File: src/hdl/stm_defines.svh
`ifndef STM_DEFINES_SVH
`define STM_DEFINES_SVH

// ~~~~~~~~~~~~~~~~~~~~~~~~~~~~~~~~~~~~~~~~~~~~~~~~~~~~~~~~~~~~~~~~~~~~
// Sizes.
`define STM_NUM_SEGMENT  2
`define STM_IDX_W        13
`define STM_REP_W        16
`define STM_TIME_W       64
`define STM_DATA_W       16
`define STM_NUM_GPIO     4

`define STM_DIFF_LATENCY 5                       // Time compare stages.
`define STM_REP_INFINITE {`STM_REP_W{1'b1}}      // Play forever.

`endif

File: src/hdl/stm_pkg.sv
package stm_pkg;

  typedef enum logic [7:0] {
    SYNC_IDX = 8'h00,
    SYS_TIME = 8'h01,
    GPIO     = 8'h02,
    EXT      = 8'hF0
  } transition_mode_t;

  typedef enum logic {
    IDX_SYNC,
    IDX_TIC
  } idx_mode_t;

  typedef enum logic [1:0] {
    WAIT_START,
    FINITE_LOOP,
    INFINITE_LOOP
  } swap_state_t;

  typedef logic segment_t;

endpackage

File: src/hdl/stm_swapchain.sv
`timescale 1ns/100ps
`include "stm_defines.svh"

module stm_swapchain (
  input  logic                        CLK,
  input  logic                        reset,
  input  logic                        update_settings,
  input  stm_pkg::segment_t           req_segment,
  input  stm_pkg::transition_mode_t   transition_mode,
  input  logic [`STM_TIME_W-1:0]      transition_value,
  input  logic [`STM_IDX_W-1:0]       cycle [`STM_NUM_SEGMENT],
  input  logic [`STM_REP_W-1:0]       rep [`STM_NUM_SEGMENT],
  input  logic [`STM_IDX_W-1:0]       sync_idx [`STM_NUM_SEGMENT],
  input  logic signed [`STM_TIME_W:0] time_diff,
  input  logic [`STM_NUM_GPIO-1:0]    gpio_in,
  output logic                        stop,
  output stm_pkg::segment_t           segment,
  output logic [`STM_IDX_W-1:0]       idx [`STM_NUM_SEGMENT]
);

  localparam int gpio_sel_w = $clog2(`STM_NUM_GPIO);
  localparam int settle_w   = $clog2(`STM_DIFF_LATENCY + 1);
  localparam logic [settle_w-1:0] settle_last = settle_w'(`STM_DIFF_LATENCY - 1);

  stm_pkg::swap_state_t      state;
  stm_pkg::idx_mode_t        idx_mode;
  stm_pkg::transition_mode_t trans_mode;
  stm_pkg::segment_t         req_q;
  logic                      ext_mode;
  logic [gpio_sel_w-1:0]     gpio_sel;
  logic [settle_w-1:0]       settle_cnt;
  logic [`STM_REP_W-1:0]     rep_q;
  logic [`STM_REP_W-1:0]     loop_cnt;
  logic [`STM_IDX_W-1:0]     idx_old [`STM_NUM_SEGMENT];
  logic [`STM_IDX_W-1:0]     tic_idx [`STM_NUM_SEGMENT];
  logic                      idx_changed [`STM_NUM_SEGMENT];
  logic                      idx_wrapped [`STM_NUM_SEGMENT];
  logic                      start_fire;
  logic                      start_tic;
  logic                      tic_wrap;
  logic                      loop_event;

  // ~~~~~~~~~~~~~~~~~~~~~~~~~~~~~~~~~~~~~~~~~~~~~~~~~~~~~~~~~~~~~~~~~~~~
  // Change and wrap detection on the shared index.
  for (genvar s = 0; s < `STM_NUM_SEGMENT; s++) begin : g_seg
    always_ff @(posedge CLK) begin
      if (reset) begin
        idx_old[s] <= '0;
      end else begin
        idx_old[s] <= sync_idx[s];
      end
    end

    assign idx_changed[s] = idx_old[s] != sync_idx[s];
    assign idx_wrapped[s] = idx_changed[s] && (sync_idx[s] == '0);
    assign idx[s] = (idx_mode == stm_pkg::IDX_SYNC) ? idx_old[s] : tic_idx[s];
  end

  // Start condition of a pending finite request.
  always_comb begin
    start_fire = 1'b0;
    start_tic  = 1'b0;
    case (trans_mode)
      stm_pkg::SYNC_IDX: start_fire = idx_wrapped[req_q];
      stm_pkg::SYS_TIME: begin
        start_fire = (settle_cnt == settle_last) && !time_diff[`STM_TIME_W];
        start_tic  = 1'b1;
      end
      stm_pkg::GPIO: begin
        start_fire = idx_changed[req_q] && gpio_in[gpio_sel];
        start_tic  = 1'b1;
      end
      default: ;
    endcase
  end

  assign tic_wrap   = idx_changed[segment] && (tic_idx[segment] == cycle[segment]);
  assign loop_event = (idx_mode == stm_pkg::IDX_SYNC) ? idx_wrapped[segment] : tic_wrap;

  // ~~~~~~~~~~~~~~~~~~~~~~~~~~~~~~~~~~~~~~~~~~~~~~~~~~~~~~~~~~~~~~~~~~~~
  // Swap FSM.
  always_ff @(posedge CLK) begin
    if (reset) begin
      state      <= stm_pkg::INFINITE_LOOP;
      idx_mode   <= stm_pkg::IDX_SYNC;
      trans_mode <= stm_pkg::SYNC_IDX;
      segment    <= '0;
      req_q      <= '0;
      stop       <= 1'b0;
      ext_mode   <= 1'b0;
      settle_cnt <= '0;
    end else if (update_settings) begin
      if (rep[req_segment] == `STM_REP_INFINITE) begin
        stop     <= 1'b0;
        segment  <= req_segment;
        idx_mode <= stm_pkg::IDX_SYNC;
        ext_mode <= transition_mode == stm_pkg::EXT;
        state    <= stm_pkg::INFINITE_LOOP;
      end else begin
        rep_q      <= rep[req_segment];
        req_q      <= req_segment;
        trans_mode <= transition_mode;
        gpio_sel   <= transition_value[gpio_sel_w-1:0];
        settle_cnt <= '0;
        state      <= stm_pkg::WAIT_START;
      end
    end else begin
      case (state)
        stm_pkg::WAIT_START: begin
          if (settle_cnt != settle_last) settle_cnt <= settle_cnt + 1'b1; // Compare pipe fill.
          if (start_fire) begin
            stop           <= 1'b0;
            loop_cnt       <= '0;
            segment        <= req_q;
            tic_idx[req_q] <= '0;
            idx_mode       <= start_tic ? stm_pkg::IDX_TIC : stm_pkg::IDX_SYNC;
            state          <= stm_pkg::FINITE_LOOP;
          end
        end
        stm_pkg::INFINITE_LOOP: begin
          if (ext_mode && idx_wrapped[segment]) segment <= ~segment;
        end
        stm_pkg::FINITE_LOOP: begin
          if ((idx_mode == stm_pkg::IDX_TIC) && idx_changed[segment]) begin
            tic_idx[segment] <= tic_wrap ? '0 : tic_idx[segment] + 1'b1;
          end
          if (loop_event) begin
            if (loop_cnt == rep_q) begin
              stop <= 1'b1;                     // Last loop done.
            end else begin
              loop_cnt <= loop_cnt + 1'b1;
            end
          end
        end
        default: state <= stm_pkg::INFINITE_LOOP;
      endcase
    end
  end

  a_single_update : assert property (
    @(posedge CLK) disable iff (reset)
    update_settings |=> !update_settings
  );

  a_no_stop_infinite : assert property (
    @(posedge CLK) disable iff (reset)
    (state == stm_pkg::INFINITE_LOOP) |-> !stop
  );

endmodule

File: config.mk
export PLATFORM = sky130hd
export DESIGN_NAME = stm_swapchain
export DESIGN_NICKNAME = d
export VERILOG_FILES = /design/src/hdl/stm_pkg.sv /design/src/hdl/stm_swapchain.sv
export VERILOG_INCLUDE_DIRS = /design/src /design/src/hdl
export SDC_FILE = /design/constraint.sdc
export NUM_CORES = 1
export LEC_CHECK = 0
export ABC_AREA = 1
export ABC_CLOCK_PERIOD_IN_PS = 2800
export BUFFER_PORTS_ARGS = -buffer_cell sky130_fd_sc_hd__buf_2
export CORE_MARGIN = 4
export CORE_UTILIZATION = 49
export DETAILED_ROUTE_END_ITERATION = 16
export GPL_TIMING_DRIVEN = 1
export PLACE_DENSITY = 0.83
export SLEW_MARGIN = 20
export SYNTH_ARGS = -nofsm -noshare
export SYNTH_HDL_FRONTEND = slang
export SYNTH_SLANG_ARGS = --single-unit
File: constraint.sdc
create_clock -name CLK -period 2.8 [get_ports CLK]
set_input_delay 0.28 -clock CLK [delete_from_list [all_inputs] [get_ports CLK]]
set_output_delay 0.28 -clock CLK [all_outputs]
set_load 0.01 [all_outputs]
==> run metrics <==
cell type with the largest total area after synthesis sky130_fd_sc_hd__edfxtp_1; CTS sink count 105; total wire length 16100 um; total via count after detailed routing 6003; total standard cell area after synthesis 0.00634 sq mm; share of the cycle needed by the critical path after routing 0.916; setup-violating endpoint count in the final report 0; endpoint required time on the critical path 2.84 ns; number of synthesized flops with an enable pin 60; Mapped Cells 890; headroom to the max-slew limit 0.558; Post-Syn Area per Cell 7.12 sq um; depth of the CTS H-tree 3; post-route minimum period 2.56 ns; final-layout setup total negative slack 0 ns; proportion of register bits with asynchronous set or reset after synthesis 0; DIE WIDTH 122 um; yosys warns 0; highest-count cells in the layout ignoring fill and taps sky130_fd_sc_hd__nand2_1, sky130_fd_sc_hd__inv_1, sky130_fd_sc_hd__buf_2, sky130_fd_sc_hd__nor2_1, sky130_fd_sc_hd__edfxtp_1; number of nets with antenna violations after detailed routing 0; area after detailed placement 0.00717 sq mm; postcts setup bufs 0; dominant combinational cell family by area after synthesis simple AND/OR/NAND/NOR gates; run status completed; area occupied by multi-input gates 0.00297 sq mm; pre-CTS setup slack 0.296 ns; clock tree from TritonCTS done; overall die area 0.0148 sq mm; CP peak stage delay 0.52 ns; filler instances 1175; per-cell via count in the routed design 5.02; number of top-level design ports 257; via count of the first global-routing pass 5599; relative area change from synthesis to final layout 17.5%; transition time at the pin with the least slew margin 0.657 ns; Pwr per Cell Area 458 mW/mm^2; Placer Congestion 0.917; post-route worst setup slack 0.236 ns; Fmax 390 MHz; combinational cell fraction of total power 0.148; DRC marker count from the first detailed-route iteration 509; clock buffer count from CTS 9; clock edge transition at the registers on the reported setup and hold paths 0.07 ns; core area 0.0126 sq mm; switching power summed over all nets 900 uW; Port Buffer Count 130; type of destination of the critical path flop; post-DP HPWL 12700 um; primary flip-flop cell chosen by synthesis mapping sky130_fd_sc_hd__edfxtp_1; drt drc 0; # Max-Cap Violations 0; count of cells resized by post-cts repair 0; wire length of the first global-routing pass 25700 um; maximum fanout along the worst path 22; flops & latches, synth 105; cell types occupying the most area after synthesis sky130_fd_sc_hd__edfxtp_1, sky130_fd_sc_hd__nand2_1, sky130_fd_sc_hd__dfxtp_1, sky130_fd_sc_hd__inv_1, sky130_fd_sc_hd__nor2_1; hold buffer count at cts 0; final number of hold-violating endpoints 0; standard-cell rows 41; antenna diode instance count 0; antenna violations before repair 1; Tightest Hold Check Type input port to flop; simple-gate share of the synthesized area 0.325; total leakage power 0.00356 uW; fraction of synthesized area in multiplexers 0.00632; portion of total power attributed to sequential cells 0.503; layout cells sized above 1 0.187; area fraction of the dominant cell type after synthesis 0.284; insertion delay of the later-clocked pin in the worst-skew pair 0.35 ns; startpoint type of the worst setup path flop; Pre-Repair DR Iteration Count 7; peak supply drop 267 uV; net count after synthesis 1126; non-filler cells in the finished layout 1197; power consumption 3410 uW; max-slew violation count 0; area of all placed cells without fillers 0.00745 sq mm; Worst Clk Skew 0.0101 ns; Synth Area in Adders 0.0138; Congestion Overflow GR 0; start-to-end type of the worst setup path flop to flop; cell internal pwr 2510 uW; critical path, cell by cell inv_2 -> nand2_1 -> nand2_1 -> nand2_1 -> nand2_1 -> nor2_1 -> nand3_1 -> nor2_1 -> nand3_1 -> a21oi_1 -> nor2_1 -> nor2_1 -> buf_4; Synth Area in XOR/XNOR 0.0345; number of nets in the final layout 1256; share of synthesized area occupied by flip-flops and latches 0.426; Placed Cells 1181; mean routed wirelength per cell 13.5 um; buffer type at the clock tree root sky130_fd_sc_hd__clkbuf_16; area taken by flip-flops and latches 0.00270 sq mm; area fraction in compound gates after synthesis 0.0894; All-Layer GR Usage 0.219; setup repair after global routing missed its margin false; proportion of power drawn by the clock network 0.349; crit path DAT 2.60 ns; die boundary height 122 um; sw frac 0.264; Bufs on Longest Clock Path 2; Starting Density 0.502; Slowest cell on crit path sky130_fd_sc_hd__dfxtp_1; Unique masters post-synth 45; largest net degree at the start of global routing 31; most common cell after layout, fill and taps aside sky130_fd_sc_hd__nand2_1
## final cells by class
cell class,count,share of cell area
clock buffers,10,0.0321
clock inverters,6,0.00554
inverters,136,0.0696
multi-input cells,625,0.399
flip-flops and latches,105,0.363
well taps,172,0.0289
repair buffers,143,0.102
## cell families (layout without fill, tap and decap cells)
family / Yosys count / count (layout)
and+or+nand+nor: 486 / 486
AOI/OAI and AO/OA: 103 / 103
adders and majority gates: 7 / 7
muxes: 4 / 4
buffers and inverters: 160 / 295
DFF: 105 / 105
xor gates and xnor gates: 25 / 25
## layer usage
metal  global-route usage  routed length, um  up-vias
li1                     -                  -     3071
met1                0.279               6730     2725
met2                0.371               7820      185
met3               0.0599               1310       20
met4               0.0546                229        2
met5                    0                  7        -
## sequential cells by signal, summed over array words and instances, names as in the netlist, 2 cells and up, named ones only
register    count
gpio_sel        2
idx_old        26
loop_cnt       16
rep_q          16
settle_cnt      3
state           2
tic_idx        26
trans_mode      8
## worst max-delay path, delay by kind of cell, from the launching register on
kind | cells | cell delay, ns
AO/OA/AOI/OAI | 1 | 0.15
buffers and inverters | 2 | 0.49
flip-flops | 1 | 0.52
AND/OR/NAND/NOR | 10 | 1.08
## cells in the mapped netlist, types with 2 or more instances
cell type,count
sky130_fd_sc_hd__nand2_1,301
sky130_fd_sc_hd__inv_1,131
sky130_fd_sc_hd__nor2_1,92
sky130_fd_sc_hd__edfxtp_1,60
sky130_fd_sc_hd__o21ai_0,57
sky130_fd_sc_hd__dfxtp_1,45
sky130_fd_sc_hd__nand3_1,37
sky130_fd_sc_hd__a21oi_1,22
sky130_fd_sc_hd__xnor2_1,16
sky130_fd_sc_hd__nand4_1,14
sky130_fd_sc_hd__clkbuf_1,12
sky130_fd_sc_hd__nor3_1,10
sky130_fd_sc_hd__xor2_1,9
sky130_fd_sc_hd__o21ai_1,8
sky130_fd_sc_hd__ha_1,7
sky130_fd_sc_hd__nand2_2,6
sky130_fd_sc_hd__or2_2,6
sky130_fd_sc_hd__buf_2,4
sky130_fd_sc_hd__buf_6,4
sky130_fd_sc_hd__mux2i_1,4
sky130_fd_sc_hd__nor2_4,4
sky130_fd_sc_hd__o21ai_2,4
sky130_fd_sc_hd__buf_4,3
sky130_fd_sc_hd__inv_2,3
sky130_fd_sc_hd__nor4_1,3
sky130_fd_sc_hd__o21a_1,3
sky130_fd_sc_hd__o22ai_1,3
sky130_fd_sc_hd__a31oi_1,2
sky130_fd_sc_hd__nand3_2,2
sky130_fd_sc_hd__nor3_2,2
sky130_fd_sc_hd__nor3b_1,2
## power groups by stage
stage	Clock (uW)	Combinational (uW)	Sequential, uW
after floorplan	0	333	1740
after global placement	0	492	1750
after detailed placement	0	503	1750
after CTS	1210	506	1720
after global routing	1280	573	1720
final	1190	506	1720
## through the flow
stage	hold slack (ns)	util
after floorplan	0.379	-
after global placement	0.459	0.568
after detailed placement	0.461	0.568
after CTS	0.0994	0.590
after global routing	0.100	0.590
final	0.108	0.590
## worst paths after layout
path / start / endpoint / slack (ns) / cells past startpoint
setup reg to reg: segment / loop_cnt[6] / 0.24 / 13
hold / removal: transition_value[0] / gpio_sel[0] / 0.11 / 1
hold reg to reg: trans_mode[4] / trans_mode[4] / 0.48 / 2
setup / recovery: segment / loop_cnt[6] / 0.24 / 13
(Power assumes the default switching activity.)
