==> src/hdl/stm_defines.svh <==
`ifndef STM_DEFINES_SVH
`define STM_DEFINES_SVH

// ~~~~~~~~~~~~~~~~~~~~~~~~~~~~~~~~~~~~~~~~~~~~~~~~~~~~~~~~~~~~~~~~~~~~
// Sizes.
`define STM_NUM_SEGMENT  2
`define STM_IDX_W        13
`define STM_REP_W        16
`define STM_TIME_W       64
`define STM_DATA_W       16
`define STM_NUM_GPIO     4

`define STM_DIFF_LATENCY 5                       // Time compare stages.
`define STM_REP_INFINITE {`STM_REP_W{1'b1}}      // Play forever.

`endif

==> src/hdl/sync_idx_counter.sv <==
`timescale 1ns/100ps
`include "stm_defines.svh"

module sync_idx_counter (
  input  logic                 CLK,
  input  logic                 reset,
  input  logic                 sync_tick,
  input  logic [`STM_IDX_W-1:0] cycle [`STM_NUM_SEGMENT],
  output logic [`STM_IDX_W-1:0] sync_idx [`STM_NUM_SEGMENT]
);

  logic [`STM_IDX_W-1:0] idx_next [`STM_NUM_SEGMENT];

  // ~~~~~~~~~~~~~~~~~~~~~~~~~~~~~~~~~~~~~~~~~~~~~~~~~~~~~~~~~~~~~~~~~~~~
  // One free running index per segment.
  for (genvar s = 0; s < `STM_NUM_SEGMENT; s++) begin : g_seg

    // Wrap also catches a cycle that shrank below the index.
    always_comb begin
      if (sync_idx[s] >= cycle[s]) begin
        idx_next[s] = '0;
      end else begin
        idx_next[s] = sync_idx[s] + 1'b1;
      end
    end

    always_ff @(posedge CLK) begin
      if (reset) begin
        sync_idx[s] <= '0;
      end else if (sync_tick) begin
        sync_idx[s] <= idx_next[s];
      end
    end

    // Index never beyond its cycle value.
    a_idx_in_cycle : assert property (
      @(posedge CLK) disable iff (reset)
      sync_idx[s] <= cycle[s]
    );

  end

endmodule

==> config.mk <==
export PLATFORM = sky130hd
export DESIGN_NAME = sync_idx_counter
export DESIGN_NICKNAME = d
export VERILOG_FILES = /design/src/hdl/sync_idx_counter.sv
export VERILOG_INCLUDE_DIRS = /design/src /design/src/hdl
export SDC_FILE = /design/constraint.sdc
export NUM_CORES = 1
export LEC_CHECK = 0
export ABC_AREA = 1
export BUFFER_PORTS_ARGS = -buffer_cell sky130_fd_sc_hd__buf_2
export CAP_MARGIN = 20
export CORE_ASPECT_RATIO = 1.25
export CORE_MARGIN = 2
export CORE_UTILIZATION = 45
export CTS_CLUSTER_SIZE = 24
export DETAILED_ROUTE_END_ITERATION = 10
export PLACE_DENSITY = 0.73
export SETUP_SLACK_MARGIN = 0.15
export SYNTH_ARGS = -nofsm -noshare
export SYNTH_HDL_FRONTEND = slang
export SYNTH_SLANG_ARGS = --single-unit
==> constraint.sdc <==
create_clock -name CLK -period 1.3 [get_ports CLK]
set_input_delay 0.065 -clock CLK [delete_from_list [all_inputs] [get_ports CLK]]
set_output_delay 0.065 -clock CLK [all_outputs]
set_load 0.02 [all_outputs]
==> results.tsv, run 1 <==
stage	metric	value	unit
run_status	status	finished with violations	
run_status	violations	negative setup slack	
timing	finalSetupViolations	26	
timing	setup_ws	-0.2122	ns
yosys	synth_edf_count	0	
placement	place_ws	-0.3188	ns
hold_path	hold_class	input port to register	
power	seq_power_share	44.2	%
yosys	ys_top_cells_by_area	dfxtp_1, ha_1, nand2_1, inv_1, nor2_1	
placement	dp_hpwl	3449	um
finish	num-fill-cells	332	
cts	post-cts-setup-buffer-count	0	
yosys	syn_avg_cell_area	7.165	um2
finish	area_growth	56.38	%
worst_setup_path	critPathCapture	sync_idx[18]$_SDFFE_PP0P_	
placement	portBuffers	54	
timing	hold_viol	0	
yosys	yosysSeqAreaShare	27.21	%
yosys	yosysTopAreaCellShare	27.21	%
floorplan	die_x	62.32	um
finish	antenna_cells	0	
yosys	ys_ff_latch	26	
worst_setup_path	crit_chain	ha_4 > buf_6 > a21oi_2 > nand2_1 > nor2_2 > nand3_2 > nand2_4 > nand2_4 > nor2_2	
routing	drc	0	
cts	worstSkewPairLatency	0.27	ns
worst_setup_path	start_kind	register	
job	max_cap_viol_count	0	
cts	cts-buffers-inserted	3	
finish	largest_reg_flops	26	
yosys	synthesis.area	1913	um2
power	sw_frac_of_total	25.18	%
routing	vias_per_cell	4.737	
finish	final_cells	414	
worst_setup_path	cp_max_fo	6	
routing	drt_iter0_markers	61	
finish	reg_top3	sync_idx (26)	
routing	vias	1961	
placement	place.gp.congestion	0.7695	
power	power	0.001829	W
yosys	synth_cells	267	
global_routing	grt_overflow	0	
global_routing	grt_use_total	19.41	%
floorplan	rows	26	
cts	root_buffer	clkbuf_8	
worst_setup_path	cp_slowest_stage_delay	0.34	ns
worst_setup_path	r2r_start	sync_idx[25]$_SDFFE_PP0P_	
timing	period_minus_slack	1.512	ns
yosys	synthArstFlopShare	0	%
yosys	synth_warnings	0	
floorplan	boundaryPins	55	
timing	tightest_slew	0.5290	ns
global_routing	grt_pass1_vias	1926	
floorplan	core_area	4099	um2
floorplan	die-height	76.90	um
worst_setup_path	cp_slowest_cell	dfxtp_2	
routing	first_pass_iters	4	
routing	ant_nets	0	
routing	drt-total-wl	4734	um
global_routing	grt_pass1_wl	7831	um
cts	clk_pin_slew	0.10	ns
yosys	synth_top_area_cell	dfxtp_1	
global_routing	antenna_found_initial	0	
worst_setup_path	worst_ep_arrival_time	1.73	ns
placement	dp_cells	408	
worst_setup_path	worstPathRequired	1.51	ns
power	leakagePower	1.486	nW
cts	clk_path_buf_depth	2	
global_routing	grt_max_degree	16	
cts	clock_sinks	26	
yosys	yosys-top-cells-count	nand2_1, inv_1, nor2_1, ha_1, dfxtp_1	
power	intPower	0.001368	W
worst_setup_path	path_class	register to register	
yosys	synth_nets	324	
floorplan	start_util	46.67	%
power	peakVddDrop	0.5373	mV
timing	clock.fmax	0.6613	GHz
timing	final_max_slew_viol_count	0	
yosys	synth.most_common_cell	nand2_1	
finish	drive_gt1_share	51.40	%
routing	wl_per_cell	11.43	um
floorplan	dieArea	4792	um2
power	powerDensity	611.3	nW/um2
yosys	synth_cell_type_count	24	
timing	rsz0062_at_grt	yes	
worst_setup_path	crit_start	sync_idx[25]$_SDFFE_PP0P_	
finish	final_nets	416	
worst_setup_path	reg2reg_depth	9	
yosys	ys.flop_type	dfxtp_1	
worst_setup_path	critPathCaptureType	register	
power	p_clk_share	36.5	%
finish	regMostFlops	sync_idx	
worst_setup_path	reg2reg_setup_slack	-0.21	ns
power	pwr-share-comb	19.3	%
timing	relSlewSlack	64.70	%
cts	cts_tree	yes	
timing	fin_worst_skew	0.01039	ns
cts	h-tree-depth	1	
power	power_switching	0.0004605	W
finish	fin_util	72.99	%
worst_setup_path	rr_endpoint	sync_idx[18]$_SDFFE_PP0P_	
timing	period_share	116.3	%
critical path: cells and delay by family, from the launching register on:
| family | cells | cell delay (ns) |
|---|---|---|
| AND/OR/NAND/NOR | 6 | 0.67 |
| flip-flops | 1 | 0.34 |
| adder cells (fa/ha/maj) | 1 | 0.22 |
| buffers and inverters | 1 | 0.11 |
| AO/OA/AOI/OAI | 1 | 0.11 |
timing repair:
item                       4_1_cts  5_1_grt
hold buffers                     0        0
pin swaps                       30       14
gates resized for setup         23       42
setup endpoints to repair       26       26
cloned                           2        0
power groups by stage:
| stage | Combinational, W | Clock [W] | Sequential, W |
|---|---|---|---|
| 2_1_floorplan | 0.000139 | 0 | 0.000852 |
| 3_3_place_gp | 0.000266 | 0 | 0.000825 |
| 3_5_place_dp | 0.000274 | 0 | 0.000825 |
| 4_1_cts | 0.000307 | 0.000689 | 0.000807 |
| 5_1_grt | 0.000391 | 0.000711 | 0.000811 |
| 6_report | 0.000353 | 0.000668 | 0.000809 |
cell families (layout without fill, tap and decap cells):
kind of cell	after synthesis	in the layout	synth area share, %
buffers and inverters	50	139	10.59
xor gates and xnor gates	21	21	9.614
muxes	2	2	1.046
AOI/OAI and AO/OA	13	13	3.532
adders and majority gates	28	28	18.31
DFF	26	26	27.21
and+or+nand+nor	127	129	29.69
per-layer routing:
metal | routed length [um] | vias up | part of all wire (%) | GRT usage, %
met5 | 0 | - | 0 | 0
met4 | 49 | 0 | 1.0 | 5.111
met3 | 163 | 4 | 3.4 | 1.613
met2 | 2608 | 50 | 55 | 37.28
met1 | 1913 | 894 | 40 | 22.89
li1 | - | 1013 | - | -
stage by stage:
| stage | cell area [um2] | TNS, ns | hold WS [ns] |
|---|---|---|---|
| after CTS | 2799 | -4.549 | 0.2137 |
| final | 2992 | -4.863 | 0.2203 |
| after floorplan | 2032 | -3.583 | 0.2745 |
| after global placement | 2594 | -6.828 | 0.4784 |
| after global routing | 2992 | -7.208 | 0.2424 |
| after detailed placement | 2594 | -7.337 | 0.4932 |
how the worst min path moves through the flow:
stage          startpoint  cells after the start                        end
2_1_floorplan       reset                      3  sync_idx[12]$_SDFFE_PP0P_
3_3_place_gp    sync_tick                      3  sync_idx[14]$_SDFFE_PP0P_
3_5_place_dp    sync_tick                      3  sync_idx[14]$_SDFFE_PP0P_
4_1_cts         sync_tick                      3  sync_idx[14]$_SDFFE_PP0P_
5_1_grt         sync_tick                      3  sync_idx[14]$_SDFFE_PP0P_
6_report        sync_tick                      3  sync_idx[14]$_SDFFE_PP0P_
layout by cell type, fill, tap and decap left out, types with 3 or more instances in the layout:
master	synthesis	routed
nor2_1	46	26
nand2_2	4	12
buf_2	0	54
xnor2_1	9	9
dfxtp_2	0	19
inv_1	47	47
ha_1	28	14
dfxtp_4	0	6
nand2_1	51	37
o21ai_0	4	4
nand3_1	13	10
nand3_2	1	4
clkbuf_8	0	3
a21oi_1	8	6
nor2_4	2	9
nand2_4	1	7
ha_4	0	14
buf_4	2	33
nor2_2	2	15
nand4_1	3	3
xor2_1	12	12
final cells by class:
type / instances / area [um2] / share of cell area (%)
multi-input cells: 193 / 1578 / 52.74
clock buffers: 3 / 41.29 / 1.380
well taps: 56 / 70.07 / 2.342
clock inverters: 1 / 30.03 / 1.004
inverters: 47 / 176.4 / 5.897
flip-flops and latches: 26 / 566.8 / 18.95
repair buffers: 88 / 529.3 / 17.69
(Power assumes the default switching activity.)
==> run 2: changes to the inputs <==
--- a/config.mk
+++ b/config.mk
@@ -9,7 +9,7 @@
 export ABC_AREA = 1
 export BUFFER_PORTS_ARGS = -buffer_cell sky130_fd_sc_hd__buf_2
 export CAP_MARGIN = 20
-export CORE_ASPECT_RATIO = 1.25
+export CORE_ASPECT_RATIO = 0.5
 export CORE_MARGIN = 2
 export CORE_UTILIZATION = 45
 export CTS_CLUSTER_SIZE = 24
==> constraint.sdc (replaced) <==
create_clock -name CLK -period 1.2 [get_ports CLK]
set_input_delay 0.06 -clock CLK [delete_from_list [all_inputs] [get_ports CLK]]
set_output_delay 0.06 -clock CLK [all_outputs]
set_load 0.02 [all_outputs]
==> results.tsv, run 2 (synthesis results as in run 1) <==
stage	metric	value	unit	change
timing	hold_viol	0		unchanged
worst_setup_path	reg2reg_setup_slack	-0.35	ns	-0.14 ns
floorplan	dieArea	4821	um2	+0.59%
worst_setup_path	worst_ep_arrival_time	1.73	ns	about the same
run_status	violations	negative setup slack		
routing	ant_nets	0		unchanged
finish	reg_top3	sync_idx (26)		
routing	drt-total-wl	5054	um	+6.8%
global_routing	grt_use_total	21.64	%	+2.2 points
cts	clk_path_buf_depth	2		unchanged
hold_path	whs_endpoint	sync_idx[3]$_SDFFE_PP0P_		
worst_setup_path	cp_max_fo	7		+1
placement	place_ws	-0.4233	ns	-0.1045 ns
finish	fin_util	72.71	%	-0.28 points
power	seq_power_share	50.1	%	+5.9 points
floorplan	die-height	50.11	um	-35%
finish	layout_commonest_cell	buf_2		
floorplan	die_x	96.21	um	+54%
routing	vias_per_cell	4.748		+0.24%
timing	clock.fmax	0.6448	GHz	-2.5%
job	max_cap_viol_count	0		unchanged
power	power	0.001747	W	-4.4%
worst_setup_path	crit_family	simple AND/OR/NAND/NOR gates		
global_routing	grt_max_degree	15		-1
cts	clock_sinks	26		unchanged
placement	dp_hpwl	3696	um	+7.2%
worst_setup_path	rr_endpoint	sync_idx[22]$_SDFFE_PP0P_		
worst_setup_path	r2r_start	sync_idx[23]$_SDFFE_PP0P_		
finish	final_nets	421		+1.2%
power	intPower	0.001264	W	-7.6%
worst_setup_path	crit_buf_inv	0		-1
routing	vias	1980		+0.97%
global_routing	grt_pass1_vias	1942		+0.83%
finish	regMostFlops	sync_idx		
run_status	status	finished with violations		
worst_setup_path	reg2reg_depth	10		+1
power	power_switching	0.0004833	W	+4.9%
worst_setup_path	path_class	register to register		
floorplan	boundaryPins	55		unchanged
timing	fin_worst_skew	0.001055	ns	-0.009332 ns
routing	wl_per_cell	12.12	um	+6.0%
finish	area_growth	51.41	%	
finish	drive_gt1_share	47.66	%	-3.7 points
worst_setup_path	crit_chain	ha_4 > nand2_2 > nor2_2 > nand2_1 > nor2_1 > nand2_1 > nand3_1 > nand2_2 > nand2_4 > nor2_1		
power	p_clk_share	29.8	%	-6.7 points
finish	largest_reg_flops	26		unchanged
worst_setup_path	cp_slowest_stage_delay	0.37	ns	+0.03 ns
timing	setup_ws	-0.3508	ns	-0.1386 ns
power	pwr-share-comb	20.1	%	+0.8 points
cts	cts-buffers-inserted	3		unchanged
routing	first_pass_iters	4		unchanged
timing	worst_hold_slack	0.2136	ns	-0.006753 ns
finish	mostFrequentLayoutCells	buf_2, inv_1, nand2_1, buf_4, nor2_1		
power	leakagePower	1.449	nW	-2.5%
timing	period_minus_slack	1.551	ns	+0.03860 ns
timing	final_max_slew_viol_count	0		unchanged
timing	finalSetupViolations	26		unchanged
timing	rsz0062_at_grt	yes		
cts	root_buffer	clkbuf_8		
hold_path	hold_start	sync_tick		
finish	antenna_cells	0		unchanged
cts	h-tree-depth	1		unchanged
worst_setup_path	worstPathRequired	1.37	ns	-0.14 ns
timing	relSlewSlack	73.86	%	+9.2 points
cts	worstSkewPairLatency	0.27	ns	about the same
cts	clk_pin_slew	0.09	ns	about the same
placement	portBuffers	54		unchanged
hold_path	hold_class	input port to register		
floorplan	rows	16		-38%
power	powerDensity	603.3	nW/um2	-1.3%
cts	ctsHoldBuffers	0		unchanged
hold_path	whs_path_depth	5		+2
global_routing	grt_pass1_wl	8142	um	+4.0%
routing	drt_iter0_markers	30		-51%
floorplan	start_util	48.02	%	+1.3 points
power	peakVddDrop	0.5271	mV	-1.9%
worst_setup_path	cp_slowest_cell	dfxtp_4		
timing	period_share	129.2	%	+13 points
cts	cts_tree	yes		
worst_setup_path	start_kind	register		
worst_setup_path	critPathCaptureType	register		
floorplan	core_area	3984	um2	-2.8%
placement	place.gp.congestion	0.8029		+4.3%
global_routing	antenna_found_initial	0		unchanged
power	sw_frac_of_total	27.66	%	+2.5 points
routing	drc	0		unchanged
global_routing	grt_overflow	0		unchanged
timing	tightest_slew	0.3917	ns	-0.1372 ns
-- run 2: cell types whose count changed in the layout (fill, tap and decap cells not counted), sizes merged --
cell and change:
bufinv -1, clkbuf +1, buf +5
-- run 2: tightest hold or removal path: stages --
cell and delay [ns]:
buf_2 0.13, inv_1 0.07, o21ai_0 0.09, nand2_1 0.06, nor2_1 0.04
-- run 2: cell type report --
type | instances | area, um2
tap | 54 | 67.56
multi-input combinational | 193 | 1453
clock buffer | 4 | 45.04
sequential | 26 | 566.8
inverter | 47 | 176.4
timing repair buffer | 93 | 588.1
fill | 315 | 1087
-- run 2: per-stage QoR --
step	instance area [um2]	cells	setup TNS [ns]
6_report	2897	417	-8.418
5_1_grt	2897	417	-11.13
4_1_cts	2771	417	-7.427
3_5_place_dp	2626	409	-10.21
3_3_place_gp	2626	409	-9.581
2_1_floorplan	2032	267	-6.183
-- run 2: worst max path at each step --
stage	cells after the start	slack, ns	endpoint	start
after floorplan	11	-0.27	sync_idx[18]$_SDFFE_PP0P_	sync_idx[23]$_SDFFE_PP0P_
after global placement	10	-0.38	sync_idx[4]$_SDFFE_PP0P_	sync_idx[10]$_SDFFE_PP0P_
after detailed placement	10	-0.42	sync_idx[10]$_SDFFE_PP0P_	sync_idx[10]$_SDFFE_PP0P_
after CTS	10	-0.31	sync_idx[6]$_SDFFE_PP0P_	sync_idx[12]$_SDFFE_PP0P_
after global routing	10	-0.45	sync_idx[14]$_SDFFE_PP0P_	sync_idx[23]$_SDFFE_PP0P_
final	10	-0.35	sync_idx[22]$_SDFFE_PP0P_	sync_idx[23]$_SDFFE_PP0P_
-- run 2: timing repair --
action | 4_1_cts | 5_1_grt
resized for setup | 18 | 23
endpoints found under the setup margin | 26 | 27
cloned | 2 | 0
setup buffers | 2 | 0
pin swaps | 15 | 17
-- run 2: power groups by stage --
stage	clock (W)	combinational, W	sequential [W]
global placement	0	0.000291	0.000894
CTS	0.000530	0.000326	0.000874
global route	0.000570	0.000396	0.000877
detailed placement	0	0.000304	0.000895
floorplan	0	0.000151	0.000923
finish	0.000521	0.000352	0.000875
-- run 2: metal layers --
layer	GRT usage (%)	wire (um)	vias to the layer above
li1	-	-	1019
met3	4.740	203	6
met4	3.571	44	0
met2	41.09	2582	43
met1	25.05	2224	912
met5	0	0	-
==> run 3: changes to the inputs <==
--- a/config.mk
+++ b/config.mk
@@ -15,7 +15,7 @@
 export CTS_CLUSTER_SIZE = 24
 export DETAILED_ROUTE_END_ITERATION = 10
 export PLACE_DENSITY = 0.73
-export SETUP_SLACK_MARGIN = 0.15
+export SETUP_SLACK_MARGIN = 0.3
 export SYNTH_ARGS = -nofsm -noshare
 export SYNTH_HDL_FRONTEND = slang
 export SYNTH_SLANG_ARGS = --single-unit
==> results.tsv, run 3 (synthesis results as in run 1) <==
stage	metric	value	unit	change
worst_setup_path	crit_chain	ha_4 > nand2_2 > nor2_4 > nand2_2 > nor2_1 > nand2_1 > nand3_1 > nand2_2 > nand2_4 > nor2_1		
timing	fin_worst_skew	0.001249	ns	+0.0001940 ns
global_routing	busiest_layer	met2		
cts	clock_sinks	26		unchanged
placement	place.gp.congestion	0.8029		unchanged
worst_setup_path	cpMostUsedCell	nand2_2		
timing	setup_ws	-0.4315	ns	-0.08068 ns
finish	largest_reg_flops	26		unchanged
timing	hold_viol	0		unchanged
timing	clock.fmax	0.6129	GHz	-4.9%
routing	wl_per_cell	15.34	um	+27%
cts	worstSkewPairLatency	0.28	ns	about the same
global_routing	grt_use_total	24.77	%	+3.1 points
finish	mostFrequentLayoutCells	buf_6, inv_1, nand2_1, buf_2, nor2_1		
worst_setup_path	path_class	register to register		
placement	dpl-instance-area	2626	um2	unchanged
timing	rsz0062_at_grt	yes		
timing	tns	-10.04	ns	-1.622 ns
finish	final_cells	427		+2.4%
floorplan	die-height	50.11	um	unchanged
timing	final_max_slew_viol_count	0		unchanged
worst_setup_path	cp_slowest_stage_delay	0.37	ns	about the same
placement	portBuffers	54		unchanged
placement	dp_cells	409		unchanged
global_routing	grt_overflow	0		unchanged
worst_setup_path	critPathCaptureType	register		
global_routing	grt_pass1_vias	2113		+8.8%
worst_setup_path	cp_slowest_cell	dfxtp_4		
placement	place_ws	-0.4233	ns	unchanged
timing	relSlewSlack	72.27	%	-1.6 points
routing	drt_iter0_markers	91		+200%
finish	stdcell_area	3319	um2	+15%
worst_setup_path	worst_ep_arrival_time	1.81	ns	+0.08 ns
global_routing	met1_usage	27.20	%	+2.1 points
finish	antenna_cells	0		unchanged
worst_setup_path	worstPathRequired	1.38	ns	about the same
timing	finalSetupViolations	26		unchanged
power	peakVddDrop	0.5328	mV	+1.1%
global_routing	antenna_found_initial	0		unchanged
global_routing	grt_pass1_wl	9142	um	+12%
finish	final_nets	431		+2.4%
floorplan	core_area	3984	um2	unchanged
worst_setup_path	cp_max_fo	7		unchanged
finish	fin_util	83.32	%	+11 points
timing	period_minus_slack	1.632	ns	+0.08068 ns
cts	clk_pin_slew	0.10	ns	about the same
routing	vias	2191		+11%
hold_path	hold_class	input port to register		
floorplan	rows	16		unchanged
routing	ant_nets	0		unchanged
placement	dp_hpwl	3696	um	unchanged
routing	vias_per_cell	5.131		+8.1%
timing	period_share	136.0	%	+6.7 points
routing	first_pass_iters	4		unchanged
routing	drc	0		unchanged
floorplan	die_x	96.21	um	unchanged
floorplan	start_util	48.02	%	unchanged
power	leakagePower	1.545	nW	+6.6%
finish	regMostFlops	sync_idx		
cts	h-tree-depth	1		unchanged
floorplan	boundaryPins	55		unchanged
cts	clk_path_buf_depth	2		unchanged
floorplan	dieArea	4821	um2	unchanged
finish	drive_gt1_share	52.28	%	+4.6 points
timing	tightest_slew	0.4155	ns	+0.02379 ns
cts	cts-buffers-inserted	3		unchanged
finish	reg_top3	sync_idx (26)		
finish	area_growth	73.51	%	
job	max_cap_viol_count	0		unchanged
global_routing	grtUsageMet3	5.199	%	+0.46 points
run_status	violations	negative setup slack		
cts	root_buffer	clkbuf_8		
run_status	status	finished with violations		
worst_setup_path	start_kind	register		
finish	layout_commonest_cell	buf_6		
global_routing	grt_max_degree	15		unchanged
routing	drt-total-wl	6550	um	+30%
cts	cts_tree	yes		
power	powerDensity	554.8	nW/um2	-8.0%
global_routing	gr-usage-met2	46.88	%	+5.8 points
==> run 3: per-stage QoR <==
stage / hold WS [ns] / total power [W]
floorplan: 0.2695 / 0.001074
finish: 0.2343 / 0.001842
detailed placement: 0.4923 / 0.001199
global route: 0.2806 / 0.001907
global placement: 0.4901 / 0.001185
CTS: 0.2031 / 0.001763
==> run 3: layout make-up <==
type	count	area [um2]
multi-input cells	193	1528
repair buffers	103	929.6
fillers	224	664.4
flip-flops and latches	26	573.1
inverters	47	176.4
well taps	54	67.56
clock buffers	4	45.04
==> run 3: timing repair <==
item                       4_1_cts  5_1_grt
setup endpoints to repair       52       52
hold buffers                     0        0
pin swaps                       15       14
cloned                           2        0
resized for setup               93       44
setup buffers                    4        8
==> run 3: critical path: cells and delay by family, from the launching register on <==
| kind | cells | cell delay [ns] |
|---|---|---|
| simple gates | 9 | 0.89 |
| fa+ha+maj | 1 | 0.27 |
| flops | 1 | 0.37 |
==> run 3: worst paths after layout <==
| check | start | end | slack (ns) | cells after the start |
|---|---|---|---|---|
| min reg2reg | sync_idx[1]$_SDFFE_PP0P_ | sync_idx[1]$_SDFFE_PP0P_ | 0.63 | 3 |
| max reg2reg | sync_idx[24]$_SDFFE_PP0P_ | sync_idx[14]$_SDFFE_PP0P_ | -0.43 | 10 |
| min | sync_tick | sync_idx[3]$_SDFFE_PP0P_ | 0.23 | 5 |
| max | sync_idx[24]$_SDFFE_PP0P_ | sync_idx[14]$_SDFFE_PP0P_ | -0.43 | 10 |
==> run 3: report_power, final <==
part | switching (W) | total [W] | leakage [nW] | internal (W)
Combinational | 0.000224 | 0.000427 | 1.30 | 0.000203
Sequential | 0.0000142 | 0.000877 | 0.225 | 0.000863
Clock | 0.000299 | 0.000538 | 0.0228 | 0.000239
==> run 3: layer usage <==
layer,vias up,routed length (um)
li1,1039,-
met1,1029,2652
met2,96,3333
met3,27,365
met4,0,199
met5,-,0
